[config.mk]
export PLATFORM = sky130hd
export DESIGN_NAME = bus_read_result
export DESIGN_NICKNAME = d
export VERILOG_FILES = /design/src/rtl/soc_bus_pkg.sv /design/src/rtl/bus_read_result.sv
export SDC_FILE = /design/constraint.sdc
export NUM_CORES = 1
export LEC_CHECK = 0
export BUFFER_PORTS_ARGS = -buffer_cell sky130_fd_sc_hd__buf_2
export CORE_MARGIN = 10
export CORE_UTILIZATION = 23
export DETAILED_ROUTE_END_ITERATION = 6
export PLACE_DENSITY_LB_ADDON = 0.25
export SYNTH_ARGS = -nofsm -noshare
export SYNTH_HDL_FRONTEND = slang
export SYNTH_SLANG_ARGS = --single-unit
[constraint.sdc]
create_clock -name CLOCK_50 -period 1.2 [get_ports CLOCK_50]
set_clock_uncertainty 0.05 [all_clocks]
set_input_delay 0.06 -clock CLOCK_50 [delete_from_list [all_inputs] [get_ports CLOCK_50]]
set_output_delay 0.06 -clock CLOCK_50 [all_outputs]
set_load 0.02 [all_outputs]
[src/rtl/soc_bus_pkg.sv]
package soc_bus_pkg;

    // Core bus widths, one word each
    localparam int addr_width = 64;
    localparam int data_width = 64;

    // On-chip memory stores 32-bit words
    localparam int mem_word_width = 32;

    // Memory regions, byte addresses
    localparam logic [addr_width-1:0] rom_base = 64'h0000_0000_0000_0000;
    localparam logic [addr_width-1:0] rom_size = 64'h0000_0000_0000_1000;
    localparam logic [addr_width-1:0] ram_base = 64'h0000_0000_0000_1000;
    localparam logic [addr_width-1:0] ram_size = 64'h0000_0000_0000_1000;

    // Single-address peripheral registers
    // Console data register
    localparam logic [addr_width-1:0] uart_addr = 64'h0000_0000_0000_2000;
    // Last key byte
    localparam logic [addr_width-1:0] key_addr = 64'h0000_0000_0000_2008;

    // Decoded bus target
    typedef enum logic [2:0] {
        region_none,
        region_rom,
        region_ram,
        region_uart,
        region_key
    } region_t;

    // Key interrupt request state
    typedef enum logic {
        irq_idle,
        irq_pending
    } irq_state_t;

    // Vector shown to the core while a key interrupt waits
    localparam logic [3:0] irq_key_vector = 4'd1;

endpackage

[src/rtl/bus_read_result.sv]
`timescale 1ns/1ps

module bus_read_result (
    input  logic                                   CLOCK_50,
    input  logic                                   KEY0,
    input  logic                                   bus_read_enable,
    input  logic                                   bus_write_enable,
    input  soc_bus_pkg::region_t                   region,
    input  logic [soc_bus_pkg::data_width-1:0]     bus_write_data,
    input  logic [soc_bus_pkg::mem_word_width-1:0] mem_read_word,
    input  logic [7:0]                             key_byte,
    output logic [soc_bus_pkg::data_width-1:0]     bus_read_data,
    output logic [7:0]                             uart_tx_data,
    output logic                                   uart_tx_strobe
);

    localparam int mem_pad = soc_bus_pkg::data_width - soc_bus_pkg::mem_word_width;
    localparam int key_pad = soc_bus_pkg::data_width - 8;

    // Read request delayed to line up with the memory output
    logic                 read_enable_q;
    soc_bus_pkg::region_t region_q;

    // Console write level and its previous value
    logic uart_write;
    logic uart_write_q;
    logic uart_write_rise;

    always_ff @(posedge CLOCK_50 or negedge KEY0) begin
        if (!KEY0) begin
            read_enable_q <= 1'b0;
            region_q      <= soc_bus_pkg::region_none;
        end else begin
            read_enable_q <= bus_read_enable;
            region_q      <= region;
        end
    end

    // Zero whenever the previous edge had no read
    always_comb begin
        bus_read_data = '0;
        if (read_enable_q) begin
            case (region_q)
                soc_bus_pkg::region_rom,
                soc_bus_pkg::region_ram: bus_read_data = {{mem_pad{1'b0}}, mem_read_word};
                soc_bus_pkg::region_key: bus_read_data = {{key_pad{1'b0}}, key_byte};
                // UART and unmapped reads give zero
                default: bus_read_data = '0;
            endcase
        end
    end

    assign uart_write      = bus_write_enable && (region == soc_bus_pkg::region_uart);
    // Only the first cycle of a held write counts
    assign uart_write_rise = uart_write && !uart_write_q;

    always_ff @(posedge CLOCK_50 or negedge KEY0) begin
        if (!KEY0) begin
            uart_write_q   <= 1'b0;
            uart_tx_strobe <= 1'b0;
            uart_tx_data   <= 8'd0;
        end else begin
            uart_write_q   <= uart_write;
            uart_tx_strobe <= uart_write_rise;
            // Byte stays until the next console write
            if (uart_write_rise) begin
                uart_tx_data <= bus_write_data[7:0];
            end
        end
    end

endmodule

# ---- After elaboration in Yosys (flattened, before gate mapping)
# Cells that the tools add are included.
dict set report totals {
  mem_bits_ro 0
  output_inout_bits 73
  inputBits 111
  ff_bits 14
  latchBits 0
  ram_bits 0
  mem_count 0
  word_cells 15
}
dict set report classes {
  shift 0
  eq_ne 4
  muxes 2
  n_addsub 0
  reduce_logical 4
  n_mul 0
  bitwise 0
  n_div 0
  n_lt_le_gt_ge 0
}
# operator count
set op_table {}
lappend op_table {{2-to-1 mux 64 bit} 1}
lappend op_table {{one-hot mux 32 bit (2 select lines)} 1}
lappend op_table {{equality test 3 x 2 -> 1 bit (second input constant)} 2}
lappend op_table {{equality test 3 x 1 -> 1 bit (second input constant)} 1}
lappend op_table {{equality test 3 bit (second input constant)} 1}
lappend op_table {{logical AND 1 bit} 2}
lappend op_table {{OR reduction 2 bit} 1}
lappend op_table {{zero test 1 bit} 1}

# ---- Depth between registers and ports, before layout
dict set report logic_depth {
  ltp_word 4
  ltp_mapped 4
  depth_no_buf 3
}

# ---- Worst setup path before layout
# No wires, ideal clock.
dict set report synth_path {
  path_type {register to output}
  start {reg region_q[1]}
  end {out bus_read_data[0] (netlist name)}
  path_buffers 0
  setup_slack_ps -127
  t_arrival_ps 1217
  required_time_ps 1090
  path_stages_with_launch 3
  path_cell_list {dfrtp_1 > nor3_1 > a22o_1}
}
dict set report synth_between {
  elab_chain_len 4
  word_cells_on_any_way 6
  cone_classes {eq/ne (3); mux (2); reduce/logical (1)}
}
# item line_no
set synth_rtl {}
lappend synth_rtl {{start: declaration} bus_read_result.sv:22} ;# soc_bus_pkg::region_t region_q;
lappend synth_rtl {{start signal: assignment} bus_read_result.sv:32} ;# region_q <= soc_bus_pkg::region_none;
lappend synth_rtl {{start signal: assignment} bus_read_result.sv:35} ;# region_q <= region;
lappend synth_rtl {{equality test 3 x 1 -> 1 bit or equality test 3 x 2 -> 1 bit (tied branches)} bus_read_result.sv:43} ;# case (region_q)
lappend synth_rtl {{OR reduction 2 bit} bus_read_result.sv:43}
lappend synth_rtl {{one-hot mux 32 bit (2 select lines) *} bus_read_result.sv:43}
lappend synth_rtl {{2-to-1 mux 64 bit *} bus_read_result.sv:42} ;# if (read_enable_q) begin
lappend synth_rtl {{end: declaration} bus_read_result.sv:12} ;# output logic [soc_bus_pkg::data_width-1:0] bus_read_data,
# Mark *: on every way between the ends. The rest lies on a longest branch, timed or not.

# ---- Worst setup path after layout
dict set report layout_path {
  start {reg region_q[1]}
  end {out bus_read_data[5] (netlist name)}
}
# Same word-level chain as after synthesis.

==> results.yml <==
placement:
  dp_hpwl_um: 3350
  port_buffers: 95
  gp_congestion: 0.717
  dpl_worst_slack_ps: -189
sta:
  fin_crit_sh_pct: 134
  finalMaxSlewViolations: 0
  rsz0062_at_grt: "yes"
  finalHoldViolCount: 0
  fmax_ghz: 0.622
  finalWorstSetupSlack_ps: -407
  setup_viol: 32
  post-route-min-period_ps: 1610
clock_network:
  clock-root-buffer: "clkbuf_8"
  htree_levels: 1
  cts_setup_buffers: 0
  clock_latency_ps: 230
  cts.sinks: 14
  clkSlewWorstSetupHoldPaths_ps: 60
  numCtsBuffers: 3
  clockBufferDepth: 2
  cts_tree: "yes"
worst_setup_path:
  cp_cell_sequence: "xnor2_1 > nor3b_2 > buf_12 > a22o_1 > buf_6"
  slowest_stage: "dfrtp_1"
  critical_path_required_ps: 1090
  crit_type: "reg -> out"
  r2r_slack_ps: 40
  arrival_ps: 1500
  path_max_fanout: 32
  max_stage_delay_ps: 380
  crit_path_end_kind: "output port"
  rr_startpoint: "uart_write_q"
  critPathLaunchType: "flip-flop"
  critPathTopFamily: "flip-flops"
  r2r_end: "uart_tx_data[7]"
  worst-path-buf-inv: 2
  r2r_cells: 3
floorplan:
  die_y_um: 85.1
  io_pins: 184
  die_x_um: 85.1
  dieArea_um2: 7250
  core_region_area_um2: 4060
  initial_core_util_pct: 24.1
  row_count: 23
layout:
  syn_to_final_growth_pct: 81.7
  drive_gt1_share_pct: 67.0
  fill_cells: 372
  antenna_cells_inserted: 0
  nets: 316
drt:
  drtIter0Drc: 6
  wl_per_cell_um: 15.5
  dr.pass1.iters: 4
  drc: 0
  vias: 962
  wl_um: 3910
  via_per_inst: 3.80
  detail-route-antenna-nets: 0
hold_path:
  hold_depth: 2
  worstHoldStart: "bus_write_data[0]"
  min_to: "uart_tx_data[0]"
  min-delay-path-class: "in -> reg"
global_route:
  grt_first_pass_wirelength_um: 5810
  grt_pass1_vias: 1062
  overflow: 0
  track_usage_pct: 9.41
  antenna_found_initial: 0
  grt_max_degree: 33
  grt.busiest_layer: "met2"
  gr-usage-met3_pct: 4.88
  grt_util_met2_pct: 17.0
  use_met1_pct: 9.72
power_and_ir_drop:
  fin_total_pwr_mw: 1.59
  power.density_nw_per_um2: 895
  ir_drop_uv: 738
  p_leak_nw: 0.975
run:
  max-cap-violations: 0
synth:
  ys_seq_area_share_pct: 35.9
  synth.distinct_cells: 14
  ys_warn_count: 0
  post_synth.cell_area_avg_um2: 10.1
  ys_seq_elements: 14
  synth_area_um2: 976
  syn_inst: 97
outcome:
  violations: "setup timing"
  status: "finished, violations left"
==> layout by cell type, fill, tap and decap left out <==
cell            n
buf_2          63
dfrtp_1        14
xnor2_1         1
mux2_1          2
and4b_1         1
buf_12          1
nor2b_1         1
buf_6          32
nand2_1         1
mux2_2          6
and2_4          3
clkbuf_8        3
a22o_1          8
nor3_2          1
buf_4           5
dlygate4sd3_1   7
conb_1         32
and2_2         21
nor3b_2         1
==> worst max path at each step <==
stage                           start  slack, ps  cells after the start          endpoint
final                     region_q[1]       -410                      5  bus_read_data[5]
after global routing      region_q[0]       -490                      5  bus_read_data[3]
after CTS                 region_q[1]       -420                      5  bus_read_data[2]
after global placement    region_q[1]       -160                      5  bus_read_data[2]
after detailed placement  region_q[1]       -190                      5  bus_read_data[2]
after floorplan           region_q[1]       -110                      4  bus_read_data[2]
==> stage by stage <==
stage / hold slack, ps / utilization (%) / setup TNS, ps / std cells / instance area, um2
2_1_floorplan: -286 / - / -2550 / 128 / 1130
3_3_place_gp: -76.8 / 36.0 / -4950 / 243 / 1460
3_5_place_dp: -75.4 / 36.0 / -5740 / 243 / 1460
4_1_cts: 2.24 / 43.6 / -12610 / 253 / 1770
5_1_grt: 9.35 / 43.7 / -14760 / 253 / 1770
6_report: 2.23 / 43.7 / -11930 / 253 / 1770
==> logic make-up (layout without fill, tap and decap cells) <==
kind of cell	Yosys count	after routing	share of synthesized area, %
other	1	32	0.384
AND/OR/NAND/NOR	29	29	19.2
buffers and inverters	36	111	27.2
multiplexers	8	8	9.23
AO/OA/AOI/OAI	8	8	7.18
XOR/XNOR	1	1	0.898
flip-flops	14	14	35.9
==> sequential cells by signal, summed over array words and instances, names as in the netlist <==
signal / cells
uart_write_q: 1
uart_tx_strobe: 1
region_q: 3
read_enable_q: 1
uart_tx_data: 8
==> layout make-up <==
class                   instances  area, um2  area share, %
repair buffers                108        803           45.3
multi-input cells              78        515           29.1
flip-flops and latches         14        350           19.8
well taps                      50       62.6           3.53
clock buffers                   3       41.3           2.33
==> routing by layer <==
layer,vias to the layer above,part of all wire (%)
met1,417,35
met2,81,49
met4,0,0
li1,464,-
met5,-,0
met3,0,15
==> cell usage after synthesis, drive strengths merged <==
cell	n	area, um2
nor3	1	5.00
nor3b	1	12.5
conb	1	3.75
mux2	8	90.1
nor2b	1	6.26
buf	34	255
clkbuf	2	10.0
nand2	1	3.75
dfrtp	14	350
and2	24	150
and4b	1	10.0
a22o	8	70.1
xnor2	1	8.76
==> report_power, final <==
part           leakage [nW]  internal [mW]  switching (mW)
combinational         0.783          0.282           0.359
clock                0.0216          0.221           0.147
sequential            0.170          0.543          0.0346
total                 0.975           1.05           0.540
==> worst reg2reg max path: cells and delay by family, from the launching register on <==
kind,cells,cell delay (ps)
flops,1,360
mux,1,350
buf+inv,1,180
simple gates,1,100
==> timing repair <==
action,in CTS,in global routing
endpoints found under the setup margin,32,32
pin swaps,0,0
hold buffers,7,0
hold endpoints to repair,20,0
gates resized for setup,63,2
(Power assumes the default switching activity.)
