--- config.mk ---
export PLATFORM = sky130hd
export DESIGN_NAME = bus_region_decode
export DESIGN_NICKNAME = d
export VERILOG_FILES = /design/src/rtl/soc_bus_pkg.sv /design/src/rtl/bus_region_decode.sv
export SDC_FILE = /design/constraint.sdc
export NUM_CORES = 1
export LEC_CHECK = 0
export ABC_AREA = 0
export ABC_CLOCK_PERIOD_IN_PS = 4300
export BUFFER_PORTS_ARGS = -buffer_cell sky130_fd_sc_hd__buf_2
export CORE_MARGIN = 1
export CORE_UTILIZATION = 31
export DETAILED_ROUTE_END_ITERATION = 10
export PLACE_DENSITY_LB_ADDON = 0.12
export SETUP_SLACK_MARGIN = 0.4
export SYNTH_ARGS = -nofsm -noshare
export SYNTH_HDL_FRONTEND = slang
export SYNTH_SLANG_ARGS = --single-unit
--- constraint.sdc ---
create_clock -name vclk -period 4.3
set_input_delay 0.86 -clock vclk [all_inputs]
set_output_delay 0.86 -clock vclk [all_outputs]
set_load 0.005 [all_outputs]
--- src/rtl/soc_bus_pkg.sv ---
package soc_bus_pkg;

    // Core bus widths, one word each
    localparam int addr_width = 64;
    localparam int data_width = 64;

    // On-chip memory stores 32-bit words
    localparam int mem_word_width = 32;

    // Memory regions, byte addresses
    localparam logic [addr_width-1:0] rom_base = 64'h0000_0000_0000_0000;
    localparam logic [addr_width-1:0] rom_size = 64'h0000_0000_0000_1000;
    localparam logic [addr_width-1:0] ram_base = 64'h0000_0000_0000_1000;
    localparam logic [addr_width-1:0] ram_size = 64'h0000_0000_0000_1000;

    // Single-address peripheral registers
    // Console data register
    localparam logic [addr_width-1:0] uart_addr = 64'h0000_0000_0000_2000;
    // Last key byte
    localparam logic [addr_width-1:0] key_addr = 64'h0000_0000_0000_2008;

    // Decoded bus target
    typedef enum logic [2:0] {
        region_none,
        region_rom,
        region_ram,
        region_uart,
        region_key
    } region_t;

    // Key interrupt request state
    typedef enum logic {
        irq_idle,
        irq_pending
    } irq_state_t;

    // Vector shown to the core while a key interrupt waits
    localparam logic [3:0] irq_key_vector = 4'd1;

endpackage

--- src/rtl/bus_region_decode.sv ---
`timescale 1ns/1ps

module bus_region_decode #(
    parameter int rom_words = 1024,
    parameter int ram_words = 1024
) (
    input  logic [soc_bus_pkg::addr_width-1:0]  bus_address,
    output soc_bus_pkg::region_t                region,
    output logic [$clog2(rom_words+ram_words)-1:0] word_index
);

    localparam int index_width = $clog2(rom_words + ram_words);

    // Offsets from each region base
    // Wraps to a huge value below the base, so one compare covers both bounds
    logic [soc_bus_pkg::addr_width-1:0] rom_offset;
    logic [soc_bus_pkg::addr_width-1:0] ram_offset;
    logic                               rom_hit;
    logic                               ram_hit;
    logic                               uart_hit;
    logic                               key_hit;

    assign rom_offset = bus_address - soc_bus_pkg::rom_base;
    assign ram_offset = bus_address - soc_bus_pkg::ram_base;

    assign rom_hit  = rom_offset < soc_bus_pkg::rom_size;
    assign ram_hit  = ram_offset < soc_bus_pkg::ram_size;
    assign uart_hit = bus_address == soc_bus_pkg::uart_addr;
    assign key_hit  = bus_address == soc_bus_pkg::key_addr;

    always_comb begin
        region     = soc_bus_pkg::region_none;
        word_index = '0;
        // Exact peripheral matches win over any range
        if (uart_hit) begin
            region = soc_bus_pkg::region_uart;
        end else if (key_hit) begin
            region = soc_bus_pkg::region_key;
        end else if (rom_hit) begin
            region     = soc_bus_pkg::region_rom;
            word_index = index_width'(rom_offset >> 2);
        end else if (ram_hit) begin
            region     = soc_bus_pkg::region_ram;
            // RAM words sit right after the ROM image in the shared array
            word_index = index_width'(rom_words) + index_width'(ram_offset >> 2);
        end
    end

endmodule

* Word-level counts from Yosys, hierarchy flattened
Cells that the tools add are included.
Storage, ports and cells: register bits after elaboration 0, input port bits 64, output and inout port bits 14, word-level logic and storage cells 14
Operators by class: add/sub/neg operators 2, magnitude comparators 2, equality and inequality tests 2, multiplexer cells 8
Operators by type and width (count):
- 64-bit by 14-bit == test with 1-bit output (second input constant) | 2
- 64-bit by 13-bit < comparator with 1-bit output (second input constant) | 2
- 64-bit by 13-bit subtractor with 64-bit output (second input constant) | 1
- 11-bit two-way mux | 4
- 11-bit adder (first input constant) | 1
- 3-bit two-way mux | 2
- 2-bit two-way mux | 2

* Longest topological paths before layout
word-level depth 6, gate-level depth with buffers 9, depth with buffers taken out 8

* Least setup slack after synthesis
OpenSTA, ideal clock, no wires.
path kind input to output, start input bus_address[27] in the netlist's numbering, end output region[1], arrival time 3.785 ns, data required time 3.440 ns, setup slack -0.345 ns, stages on the path 9, path buffers 1, cell sequence or3_4 or4_4 buf_6 or4_2 xnor2_1 or4_1 or4_1 nor3_1 o21bai_1
On the way: word-level cells in the longest chain between the ends 6, elaborated cells on any way between the ends 9, classes of those cells add/sub: 1; order compare: 2; eq/ne: 2; mux: 4
RTL lines:
- start, declared | line bus_region_decode.sv:7 | input logic [soc_bus_pkg::addr_width-1:0] bus_address,
- 64-bit by 13-bit subtractor with 64-bit output | line bus_region_decode.sv:24 | assign ram_offset = bus_address - soc_bus_pkg::ram_base;
- 64-bit by 13-bit < comparator with 1-bit output | line bus_region_decode.sv:27 | assign ram_hit = ram_offset < soc_bus_pkg::ram_size;
- 2-bit two-way mux | line bus_region_decode.sv:42 | end else if (ram_hit) begin
- 2-bit two-way mux | line bus_region_decode.sv:39 | end else if (rom_hit) begin
- 3-bit two-way mux | line bus_region_decode.sv:37 | end else if (key_hit) begin
- 3-bit two-way mux * | line bus_region_decode.sv:35 | if (uart_hit) begin
- end, declared | line bus_region_decode.sv:8 | output soc_bus_pkg::region_t region,
Every way passes the cells marked *; elsewhere a longest branch is shown, timed or not.

* Final worst setup path
start input bus_address[27] in the netlist's numbering, end output word_index[1]
On the way: word-level cells in the longest chain between the ends 6, elaborated cells on any way between the ends 9, classes of those cells add/sub: 1; order compare: 2; eq/ne: 2; mux: 4
RTL lines:
- 64-bit by 13-bit subtractor with 64-bit output | line bus_region_decode.sv:24
- 64-bit by 13-bit < comparator with 1-bit output | line bus_region_decode.sv:27
- 11-bit two-way mux | line bus_region_decode.sv:42
- 11-bit two-way mux | line bus_region_decode.sv:39
- 11-bit two-way mux | line bus_region_decode.sv:37
- 11-bit two-way mux * | line bus_region_decode.sv:35
- end, declared | line bus_region_decode.sv:9 | output logic [$clog2(rom_words+ram_words)-1:0] word_index
Marks and branches as above.

==> flow_metrics.env <==
export IMPL_post_drt_wl_per_cell_um=13.5
export IMPL_p_per_area_mw_per_mm2=52.5
export IMPL_crit_path_start_kind="input pin"
export IMPL_final_hold_violation_count=0
export IMPL_maxCapViolCount=0
export IMPL_fin_tns_setup_ns=-4.49
export IMPL_cp_data_required_time_ns=3.44
export IMPL_insertedDiodeCount=0
export IMPL_antenna_found_initial=0
export IMPL_final_util=0.683
export IMPL_setup_ws_ns=-0.412
export IMPL_ys_seq_area_frac=0
export IMPL_tightestPinTransition_ns=0.417
export IMPL_synth_nets=180
export IMPL_holdPathStages=3
export IMPL_viasPerCell=5.53
export IMPL_syn2layout_area_growth_pct=100
export IMPL_combPwrFrac=1.000
export IMPL_start_util=0.342
export IMPL_drt_total_wl_um=3480
export IMPL_core_sq_mm=0.00230
export IMPL_synth_top_family_by_area="simple AND/OR/NAND/NOR gates"
export IMPL_worstHoldPathType="in -> out"
export IMPL_synth_cell_type_count=35
export IMPL_grt_pass1_wl_um=5030
export IMPL_status="complete, but fails checks"
export IMPL_dpl_hpwl_um=2840
export IMPL_power_frac_clock=0
export IMPL_p_leak_uw=0.000703
export IMPL_io_pin_count=78
export IMPL_grt_max_degree=6
export IMPL_switchingPower_uw=36.4
export IMPL_grt_setup_unrepaired="yes"
export IMPL_die_width_um=52.3
export IMPL_slew_violations=0
export IMPL_yosys_warnings=0
export IMPL_min_to="word_index[5]"
export IMPL_relSlewSlack=0.720
export IMPL_synthMuxAreaShare=0.0128
export IMPL_numPortBuffers=78
export IMPL_first_pass_iters=4
export IMPL_die_y_um=52.3
export IMPL_ir_worst_vdd_mv=0.0348
export IMPL_fmax_mhz=212
export IMPL_synth_compound_area_frac=0.108
export IMPL_finalCriticalPeriod_ns=4.71
export IMPL_fill_cells=202
export IMPL_num_rows=17
export IMPL_drive_gt1_frac=0.613
export IMPL_num_nets_final=296
export IMPL_hold_buffers=0
export IMPL_first_iter_violations=62
export IMPL_detail_route_antenna_nets=0
export IMPL_grt_ovfl_total=0
export IMPL_finalSetupViolCount=12
export IMPL_arrival_ns=3.85
export IMPL_violations="negative setup slack"
export IMPL_gp_congestion=0.913
export IMPL_sw_frac_of_total=0.443
export IMPL_finalCritPeriodShare=1.10
export IMPL_route_detailed_drc=0
export IMPL_nClkBuffers=0
export IMPL_power_frac_seq=0
export IMPL_worstHoldStart="bus_address[7]"
export IMPL_syn_inst=116
export IMPL_path_class="in -> out"
export IMPL_grt_pass1_vias=1265
export IMPL_synth_xor_area_share=0.112
export IMPL_synth_adder_area_share=0
export IMPL_layout_common_cells="buf_2 (77), buf_4 (36), nor3_1 (12), nor4_1 (11), nand2_1 (10)"
export IMPL_path_max_fanout=5
export IMPL_grt_use_total=0.234
export IMPL_seq_cell_count=0
export IMPL_multi_input_comb_area_sq_um=863
export IMPL_intPower_uw=45.9
export IMPL_synth_area_per_cell_sq_um=6.76
export IMPL_synthSimpleGateAreaFrac=0.748
export IMPL_netlist_area_sq_um=785
export IMPL_seq_area_sq_um=0
export IMPL_critPathCaptureType="output port"
export IMPL_final_common_cell="buf_2"
export IMPL_die_area_sq_mm=0.00274
export IMPL_vias=1426
## final cells by class
| type | instances | area share |
|---|---|---|
| Inverter | 1 | 0.00239 |
| Multi-Input combinational cell | 115 | 0.550 |
| Tap cell | 28 | 0.0223 |
| Timing Repair Buffer | 114 | 0.425 |
## worst max path at each step
stage,from,end,slack (ns),cells after the start
6_report,bus_address[27],word_index[1],-0.41,10
5_1_grt,bus_address[27],region[1],-0.48,10
4_1_cts,bus_address[27],word_index[1],-0.37,10
3_5_place_dp,bus_address[27],word_index[1],-0.39,12
3_3_place_gp,bus_address[27],word_index[1],-0.33,10
2_1_floorplan,bus_address[27],word_index[1],-0.19,9
## through the flow
step / power (uW) / std cells / cell area (sq um) / setup slack (ns) / hold WS (ns)
after floorplan: 18.5 / 116 / 797 / -0.186 / 1.78
after global placement: 73.8 / 255 / 1470 / -0.333 / 2.00
after detailed placement: 75.8 / 255 / 1470 / -0.392 / 2.00
after CTS: 76.5 / 256 / 1490 / -0.369 / 2.00
after global routing: 88.3 / 258 / 1570 / -0.475 / 2.02
final: 82.4 / 258 / 1570 / -0.412 / 2.00
## what timing repair did
| item | CTS | global route |
|---|---|---|
| pin swaps | 4 | 9 |
| endpoints found under the setup margin | 12 | 12 |
| buffers inserted | 0 | 2 |
| gates resized for setup | 2 | 11 |
| gates cloned | 1 | 0 |
## kinds of logic (layout without fill, tap and decap cells)
| logic type | Yosys count | in the layout |
|---|---|---|
| AOI/OAI and AO/OA | 9 | 10 |
| xor gates and xnor gates | 10 | 10 |
| buffers and inverters | 2 | 115 |
| muxes | 1 | 1 |
| and+or+nand+nor | 94 | 94 |
## per-layer routing
| layer | track usage | wire length (um) |
|---|---|---|
| met1 | 0.286 | 1310 |
| met2 | 0.458 | 1790 |
| met3 | 0.00870 | 358 |
| met4 | 0.0219 | 18 |
| met5 | 0 | 0 |
## synthesized netlist by cell type (all sizes together), types with 2 or more instances
| library cell | number | area share |
|---|---|---|
| and2 | 9 | 0.072 |
| or4 | 11 | 0.12 |
| or2 | 3 | 0.024 |
| nor3 | 14 | 0.089 |
| xor2 | 2 | 0.022 |
| o21ai | 3 | 0.033 |
| nand3 | 3 | 0.019 |
| nor4b | 2 | 0.022 |
| nor2 | 8 | 0.038 |
| nand4 | 6 | 0.048 |
| nor3b | 2 | 0.019 |
| and3 | 3 | 0.024 |
| xnor2 | 8 | 0.089 |
| nand2 | 10 | 0.048 |
| nor4 | 14 | 0.11 |
| or3 | 4 | 0.046 |
## worst max-delay path, cell delays in order
cell and delay, ns:
buf_6 0.09, or3_4 0.37, or4_4 0.45, or3_4 0.41, o41ai_2 0.36, o2111ai_1 0.23, or4_4 0.60, o21ai_4 0.19
and3_4 0.19, buf_2 0.10
## power by group through the flow
stage               sequential, uW  clock (uW)  combinational [uW]
global placement                 0           0                73.8
floorplan                        0           0                18.5
CTS                              0           0                76.5
detailed placement               0           0                75.8
finish                           0           0                82.4
global route                     0           0                88.3
(Power assumes the default switching activity.)
