`config.mk`:
```
export PLATFORM = sky130hd
export DESIGN_NAME = key_irq_ctrl
export DESIGN_NICKNAME = d
export VERILOG_FILES = /design/src/rtl/soc_bus_pkg.sv /design/src/rtl/key_irq_ctrl.sv
export SDC_FILE = /design/constraint.sdc
export NUM_CORES = 1
export LEC_CHECK = 0
export BUFFER_PORTS_ARGS = -buffer_cell sky130_fd_sc_hd__buf_2
export CORE_AREA = 2 2 39 41
export DETAILED_ROUTE_END_ITERATION = 10
export DIE_AREA = 0 0 41 43
export PLACE_DENSITY_LB_ADDON = 0.25
export SYNTH_ARGS = -nofsm -noshare
export SYNTH_HDL_FRONTEND = slang
export SYNTH_SLANG_ARGS = --single-unit
```
`constraint.sdc`:
```
create_clock -name CLOCK_50 -period 0.8 [get_ports CLOCK_50]
set_input_delay 0.16 -clock CLOCK_50 [delete_from_list [all_inputs] [get_ports CLOCK_50]]
set_output_delay 0.16 -clock CLOCK_50 [all_outputs]
set_load 0.03 [all_outputs]
```
`src/rtl/soc_bus_pkg.sv`:
```
package soc_bus_pkg;

    // Core bus widths, one word each
    localparam int addr_width = 64;
    localparam int data_width = 64;

    // On-chip memory stores 32-bit words
    localparam int mem_word_width = 32;

    // Memory regions, byte addresses
    localparam logic [addr_width-1:0] rom_base = 64'h0000_0000_0000_0000;
    localparam logic [addr_width-1:0] rom_size = 64'h0000_0000_0000_1000;
    localparam logic [addr_width-1:0] ram_base = 64'h0000_0000_0000_1000;
    localparam logic [addr_width-1:0] ram_size = 64'h0000_0000_0000_1000;

    // Single-address peripheral registers
    // Console data register
    localparam logic [addr_width-1:0] uart_addr = 64'h0000_0000_0000_2000;
    // Last key byte
    localparam logic [addr_width-1:0] key_addr = 64'h0000_0000_0000_2008;

    // Decoded bus target
    typedef enum logic [2:0] {
        region_none,
        region_rom,
        region_ram,
        region_uart,
        region_key
    } region_t;

    // Key interrupt request state
    typedef enum logic {
        irq_idle,
        irq_pending
    } irq_state_t;

    // Vector shown to the core while a key interrupt waits
    localparam logic [3:0] irq_key_vector = 4'd1;

endpackage

```
`src/rtl/key_irq_ctrl.sv`:
```
`timescale 1ns/1ps

module key_irq_ctrl (
    input  logic       CLOCK_50,
    input  logic       KEY0,
    input  logic [7:0] key_ascii,
    input  logic       key_strobe,
    input  logic       interrupt_ack,
    output logic [7:0] key_byte,
    output logic [3:0] interrupt_vector
);

    soc_bus_pkg::irq_state_t irq_state;
    soc_bus_pkg::irq_state_t irq_state_next;

    // A strobe with a zero byte is not a key
    logic new_key;

    assign new_key = key_strobe && (key_ascii != 8'd0);

    // Last nonzero key byte
    always_ff @(posedge CLOCK_50 or negedge KEY0) begin
        if (!KEY0) begin
            key_byte <= 8'd0;
        end else if (new_key) begin
            key_byte <= key_ascii;
        end
    end

    // Acknowledge beats a key arriving on the same edge
    always_comb begin
        irq_state_next = irq_state;
        case (irq_state)
            soc_bus_pkg::irq_idle: begin
                if (new_key && !interrupt_ack) begin
                    irq_state_next = soc_bus_pkg::irq_pending;
                end
            end
            soc_bus_pkg::irq_pending: begin
                // Raised once per key, held until acknowledged
                if (interrupt_ack) begin
                    irq_state_next = soc_bus_pkg::irq_idle;
                end
            end
            default: begin
                irq_state_next = soc_bus_pkg::irq_idle;
            end
        endcase
    end

    always_ff @(posedge CLOCK_50 or negedge KEY0) begin
        if (!KEY0) begin
            irq_state <= soc_bus_pkg::irq_idle;
        end else begin
            irq_state <= irq_state_next;
        end
    end

    // Vector follows the registered state
    assign interrupt_vector = (irq_state == soc_bus_pkg::irq_pending) ?
                              soc_bus_pkg::irq_key_vector : 4'd0;

endmodule

```
# Word level (Yosys, flattened, before mapping)
# Index checks and enable logic that the tools add are counted.
[totals]
latch_bits = 0
reg_bits = 9
wordCells = 11
in_bits = 12
ram_bits = 0
romBits = 0
output_inout_bits = 12
memories = 0
[op_classes]
n_eq_ne = 0
shift = 0
order_cmp = 0
addsub = 0
n_bitwise = 1
mul = 0
div_mod_pow = 0
n_reduce_logical = 4
mux = 4
[ops]
columns = ["cell", "count"]
rows = [
  ["8-bit nonzero test", 1],
  ["1-bit 2-to-1 mux", 3],
  ["1-bit logical AND", 2],
  ["1-bit case mux with 2 select lines", 1],
  ["1-bit logical NOT", 1],
  ["1-bit NOT", 1],
]

# Longest topological paths before layout
# Gate-level depths: netlist of the first run.
[logic_depth]
ltp_word = 5
ltp_mapped = 3
depth_no_buf = 2

# Worst setup path after synthesis of the first run
# No wires, ideal clock.
[synth_path]
path_type = "flip-flop to flip-flop"
startpoint = "register, netlist name key_byte[0]"
endpoint = "register key_byte[0]"
required_ns = 0.680
synth_period_minus_slack_ns = 1.062
path_stages_with_launch = 3
setup_ns = 0.120
path_buffers = 0
path_slack_ns = -0.262
arrival_time_ns = 0.943
path_cell_list = "dfrtp_1 mux2_2 a31o_1"
[synth_rtl]
columns = ["element", "line", "text"]
rows = [
  ["end signal, assigned", "key_irq_ctrl.sv:26", "key_byte <= key_ascii;"],
  ["end, declared", "key_irq_ctrl.sv:9", "output logic [7:0] key_byte,"],
]

# Worst setup path in the final report of the first run
[layout_path]
startpoint = "register key_byte[4]"
endpoint = "output port key_byte[4]"
# No word-level cell between the ends.

==> results.tsv, run 1 <==
metric	value	unit
outcome	complete, but fails checks	
violations in the final reports	setup timing	
worst vdd rail ir drop	0.000958	V
via count	416	
Initial DRT Pass Iterations	1	
violation count after the first detailed-route iteration	0	
number of instances in the synthesized netlist	36	
total count of hold-check failures in the final report	0	
kind of end point of the critical path	output pin	
drc violations	0	
static leakage power	0.366	nW
share of post-route cells with drive strength above 1	76.4	%
CTS sink cnt	9	
mean cell area of the mapped netlist	13.4	um2
Clock Tree Root	sky130_fd_sc_hd__clkbuf_4	
required time of the critical path	0.64	ns
clock skew	0	ns
routed vias/inst	4.73	
worst hold slack	0.0549	ns
Synth cell types	10	
total power divided by cell area	1700	mW/mm2
GRT Total Usage	13.6	%
area added between synthesis and finish	68.4	%
Final nets	85	
clock insertion delay at the later pin of the skew report	0.26	ns
critical path class	reg2out	
pin count of the biggest net entering global routing	10	
warning count from the yosys run	0	
highest fanout seen on the critical path	2	
TritonCTS Buffers	3	
post-detailed-route wirelength per cell	12.0	um
maximum clock path buffer count	2	
most frequent standard cell in the layout excluding fill and tap cells	sky130_fd_sc_hd__buf_6	
# fillers	123	
number of slew-limit violations in the final report	0	
effective utilization at floorplan	34.9	%
setup repair after global routing missed its margin	true	
Final Core Density	58.8	%
min cycle time layout	1.07	ns
count of port buffers added during placement	20	
count of boundary I/O pins	24	
number of antenna cells inserted	0	
placement row count	14	
share of Yosys cell area claimed by the top area cell type	46.6	%
Setup WS post-layout	-0.266	ns
Synth area leaders	sky130_fd_sc_hd__dfrtp_1 47%, sky130_fd_sc_hd__mux2_2 19%, sky130_fd_sc_hd__a31o_1 15%	
first-pass GRT wire length	1.55	mm
ratio of final minimum period to clock period	133	%
total grt overflow	0	
number of synthesized register bits	9	
number of antenna violations at the first check in global routing	0	
arrival time worst endpoint	0.91	ns
DIE WIDTH	41	um
post-synthesis cell area	483	um2
Post-DP HPWL	763	um
via count of the first global-routing pass	387	
overall die area	0.00176	mm2
clock transition time at the flip-flop clock pins of the worst setup and hold paths	0.06	ns
Setup WS pre-CTS	-0.234	ns
number of max-capacitance violations reported	0	
startpoint kind of the worst setup timing path	register	
upper clock frequency limit	938	MHz
Antenna Violating Nets Remaining	0	
top cell type by total area after synthesis	sky130_fd_sc_hd__dfrtp_1	
Vert. Die Dim	43	um
CTS H-tree lvls	1	
highest-count cells in the layout ignoring fill and taps	17 x sky130_fd_sc_hd__buf_6, 11 x sky130_fd_sc_hd__buf_2, 8 x sky130_fd_sc_hd__mux2_2, 8 x sky130_fd_sc_hd__a31o_1, 8 x sky130_fd_sc_hd__dfrtp_2	
post-synthesis sequential area ratio	46.6	%
gpl congestion	0.676	
endpoints failing setup	18	
drt total wl	1.05	mm
classification of the worst-slack hold path	in2reg	
clock tree from TritonCTS	yes	
CORE AREA	0.00138	mm2
## worst paths after layout
kind / from / to / slack (ns) / cells after the start
setup / recovery: key_byte[4] / key_byte[4] / -0.27 / 2
hold / removal: interrupt_ack / irq_state / 0.05 / 2
setup reg to reg: key_byte[6] / key_byte[6] / -0.16 / 2
hold reg to reg: key_byte[5] / key_byte[5] / 0.60 / 2
max in group asynchronous: KEY0 / key_byte[6] / 0.29 / 2
min in group asynchronous: KEY0 / irq_state / 0.30 / 2
## layout make-up
type	instances	area (um2)	share of cell area [%]
clock buffers	4	26.3	3.23
inverters	1	3.75	0.462
multi-input cells	23	226	27.8
flip-flops and latches	9	235	28.9
well taps	16	20.0	2.46
repair buffers	35	302	37.1
## per-layer routing
metal	part of all wire (%)	vias up	GRT usage (%)
li1	-	201	-
met1	43	198	16.4
met2	47	17	20.0
met3	9.3	0	4.71
met4	0	0	8.00
met5	0	-	0
## cell usage after synthesis
library cell               number
sky130_fd_sc_hd__dfrtp_1        9
sky130_fd_sc_hd__a311oi_1       1
sky130_fd_sc_hd__inv_1          1
sky130_fd_sc_hd__mux2_2         8
sky130_fd_sc_hd__a31o_1         8
sky130_fd_sc_hd__conb_1         1
sky130_fd_sc_hd__buf_2          1
sky130_fd_sc_hd__nor4_4         2
sky130_fd_sc_hd__buf_4          4
sky130_fd_sc_hd__nor2_1         1
## kinds of logic (layout without fill, tap and decap cells)
group	Yosys count	in the layout	synth area share [%]
buffers and inverters	6	40	8.03
AND/OR/NAND/NOR	3	3	9.58
AO/OA/AOI/OAI	9	9	16.3
flip-flops	9	9	46.6
other	1	3	0.776
multiplexers	8	8	18.7
## state kept, by name (all words and copies together) (netlist names)
signal and cells:
irq_state 1, key_byte 8
## critical path, cell delays in order, from the launching register on
cell and delay, ns:
sky130_fd_sc_hd__dfrtp_2 0.41, sky130_fd_sc_hd__buf_6 0.12, sky130_fd_sc_hd__buf_6 0.13
## repair_timing
action,in CTS,in global routing
gates resized for setup,26,0
setup endpoints to repair,17,18
hold buffers,1,0
hold endpoints to repair,9,0
setup buffers,1,2
cloned,0,0
pin swaps,1,0
## report_power, final
part | internal [mW] | total (mW) | switching, mW
Combinational | 0.271 | 0.503 | 0.232
Clock | 0.192 | 0.345 | 0.153
Sequential | 0.507 | 0.536 | 0.0291
Total | 0.970 | 1.38 | 0.415
## per-stage QoR
| stage | area (um2) | power [mW] | setup TNS, ns | cells |
|---|---|---|---|---|
| CTS | 798 | 1.39 | -3.60 | 86 |
| global route | 813 | 1.46 | -3.92 | 88 |
| finish | 813 | 1.38 | -3.44 | 88 |
| global placement | 668 | 0.921 | -2.15 | 80 |
| floorplan | 500 | 0.771 | -1.84 | 38 |
| detailed placement | 668 | 0.928 | -2.23 | 80 |
No activity file was read; power rests on OpenSTA's default activity.
==> run 2: changes to the inputs <==
BUFFER_PORTS_ARGS = not set   (was -buffer_cell sky130_fd_sc_hd__buf_2)
DONT_BUFFER_PORTS = 1   (was not set)
SLEW_MARGIN = 20   (was not set)
==> run 2 against run 1 <==
Clock skew stayed put. Utilization fell by 9.0 points. The flow still finishes with violations (setup timing). Sequential share of layout area is 5.3 points higher. Power decreased by 9.3%. Hold slack better by 0.078 ns. Highest routed layer is now met4. Via count shrank 16%. Clock-buffer cell count is the same. Worst setup slack improved by 0.097 ns. Sequential cell count is the same. Critical path type is now reg2reg.
==> results.tsv, run 2 (synthesis results as in run 1) <==
metric	value	unit
outcome	complete, but fails checks	
violations in the final reports	setup timing	
gpl congestion	0.589	
setup tns final	-2.73	ns
number of antenna cells inserted	0	
Final nets	65	
drc violations	0	
Clock Tree Root	sky130_fd_sc_hd__clkbuf_4	
final standard cell area without fillers	688	um2
clock tree from TritonCTS	yes	
CTS H-tree lvls	1	
clock skew	0	ns
area of the multi-input gates	251	um2
arrival time worst endpoint	1.11	ns
drt total wl	1.01	mm
pin count of the biggest net entering global routing	10	
Final Instance Count excl. Fillers	68	
total grt overflow	0	
violation count after the first detailed-route iteration	3	
count of boundary I/O pins	24	
upper clock frequency limit	1030	MHz
Post-DP HPWL	776	um
required time of the critical path	0.94	ns
Reg with most FFs	key_byte	
ratio of final minimum period to clock period	121	%
endpoints failing setup	18	
DIE WIDTH	41	um
Vert. Die Dim	43	um
total count of hold-check failures in the final report	0	
total power after layout	1.26	mW
first-pass GRT wire length	1.47	mm
Initial DRT Pass Iterations	4	
share of post-route cells with drive strength above 1	67.3	%
via count	351	
# fillers	126	
CTS sink cnt	9	
worst vdd rail ir drop	0.000873	V
via count of the first global-routing pass	377	
dpl cell area	576	um2
crit path cell chain	mux2_4 -> a31o_1	
kind of end point of the critical path	register	
largest registers in the final layout	key_byte (8), irq_state (1)	
classification of the worst-slack hold path	in2reg	
Final Core Density	49.7	%
CORE AREA	0.00138	mm2
GRT Total Usage	12.8	%
maximum clock path buffer count	2	
area added between synthesis and finish	42.5	%
count of port buffers added during placement	0	
clock transition time at the flip-flop clock pins of the worst setup and hold paths	0.06	ns
kind of cell with the highest combined delay on the critical path	flip-flops	
routed vias/inst	5.16	
number of buffer and inverter instances along the worst setup path	0	
area used by sequential logic in the layout	235	um2
number of slew-limit violations in the final report	0	
cell with the largest stage delay on the worst path	sky130_fd_sc_hd__dfrtp_2	
min cycle time layout	0.969	ns
total power divided by cell area	1820	mW/mm2
post-detailed-route wirelength per cell	14.8	um
critical path class	reg2reg	
Setup WS post-layout	-0.169	ns
placement row count	14	
startpoint kind of the worst setup timing path	register	
effective utilization at floorplan	34.9	%
setup repair after global routing missed its margin	true	
flip-flop count of the largest register after layout	8	
Antenna Violating Nets Remaining	0	
number of antenna violations at the first check in global routing	0	
clock insertion delay at the later pin of the skew report	0.26	ns
TritonCTS Buffers	3	
biggest cell delay along the critical path	0.41	ns
overall die area	0.00176	mm2
highest-count cells in the layout ignoring fill and taps	9 x sky130_fd_sc_hd__buf_6, 8 x sky130_fd_sc_hd__a31o_1, 8 x sky130_fd_sc_hd__dfrtp_2, 5 x sky130_fd_sc_hd__mux2_4, 4 x sky130_fd_sc_hd__buf_4	
total instance count after detailed placement	61	
worst hold slack	0.132	ns
number of max-capacitance violations reported	0	
static leakage power	0.291	nW
Setup WS pre-CTS	-0.159	ns
highest fanout seen on the critical path	2	
most frequent standard cell in the layout excluding fill and tap cells	sky130_fd_sc_hd__buf_6	
-- run 2: worst paths after layout --
kind / start / end / slack [ns] / cells past startpoint
setup / recovery: key_byte[3] / key_byte[3] / -0.17 / 2
hold / removal: key_ascii[0] / key_byte[0] / 0.13 / 2
setup reg to reg: key_byte[3] / key_byte[3] / -0.17 / 2
hold reg to reg: key_byte[2] / key_byte[2] / 0.61 / 2
max in group asynchronous: KEY0 / key_byte[6] / 0.22 / 1
min in group asynchronous: KEY0 / irq_state / 0.26 / 1
-- run 2: area by class of cell --
cell class	instances	share of cell area, %
multi-input cells	23	36.5
flip-flops and latches	9	34.2
repair buffers	15	22.0
clock buffers	4	3.82
well taps	16	2.91
inverters	1	0.545
-- run 2: worst register-to-register path, delay by kind of cell (launching register included) --
kind            cells  cell delay [ns]
flops               1             0.41
mux                 1             0.27
compound gates      1             0.18
-- run 2: metal layers --
metal	share of wire [%]	up-vias	GRT usage, %
li1	-	172	-
met4	0.40	0	6.00
met2	51	18	19.1
met3	12	2	7.33
met5	0	-	0
met1	37	159	14.0
-- run 2: power by group --
part / internal (mW) / switching, mW
clock: 0.192 / 0.153
sequential: 0.507 / 0.0312
combinational: 0.187 / 0.185
-- run 2: timing repair --
action / 4_1_cts / 5_1_grt
setup endpoints to repair: 17 / 18
buffers inserted: 1 / 0
resized for setup: 14 / 1
hold buffers: 2 / 0
pin swaps: 1 / 0
hold endpoints to repair: 10 / 0
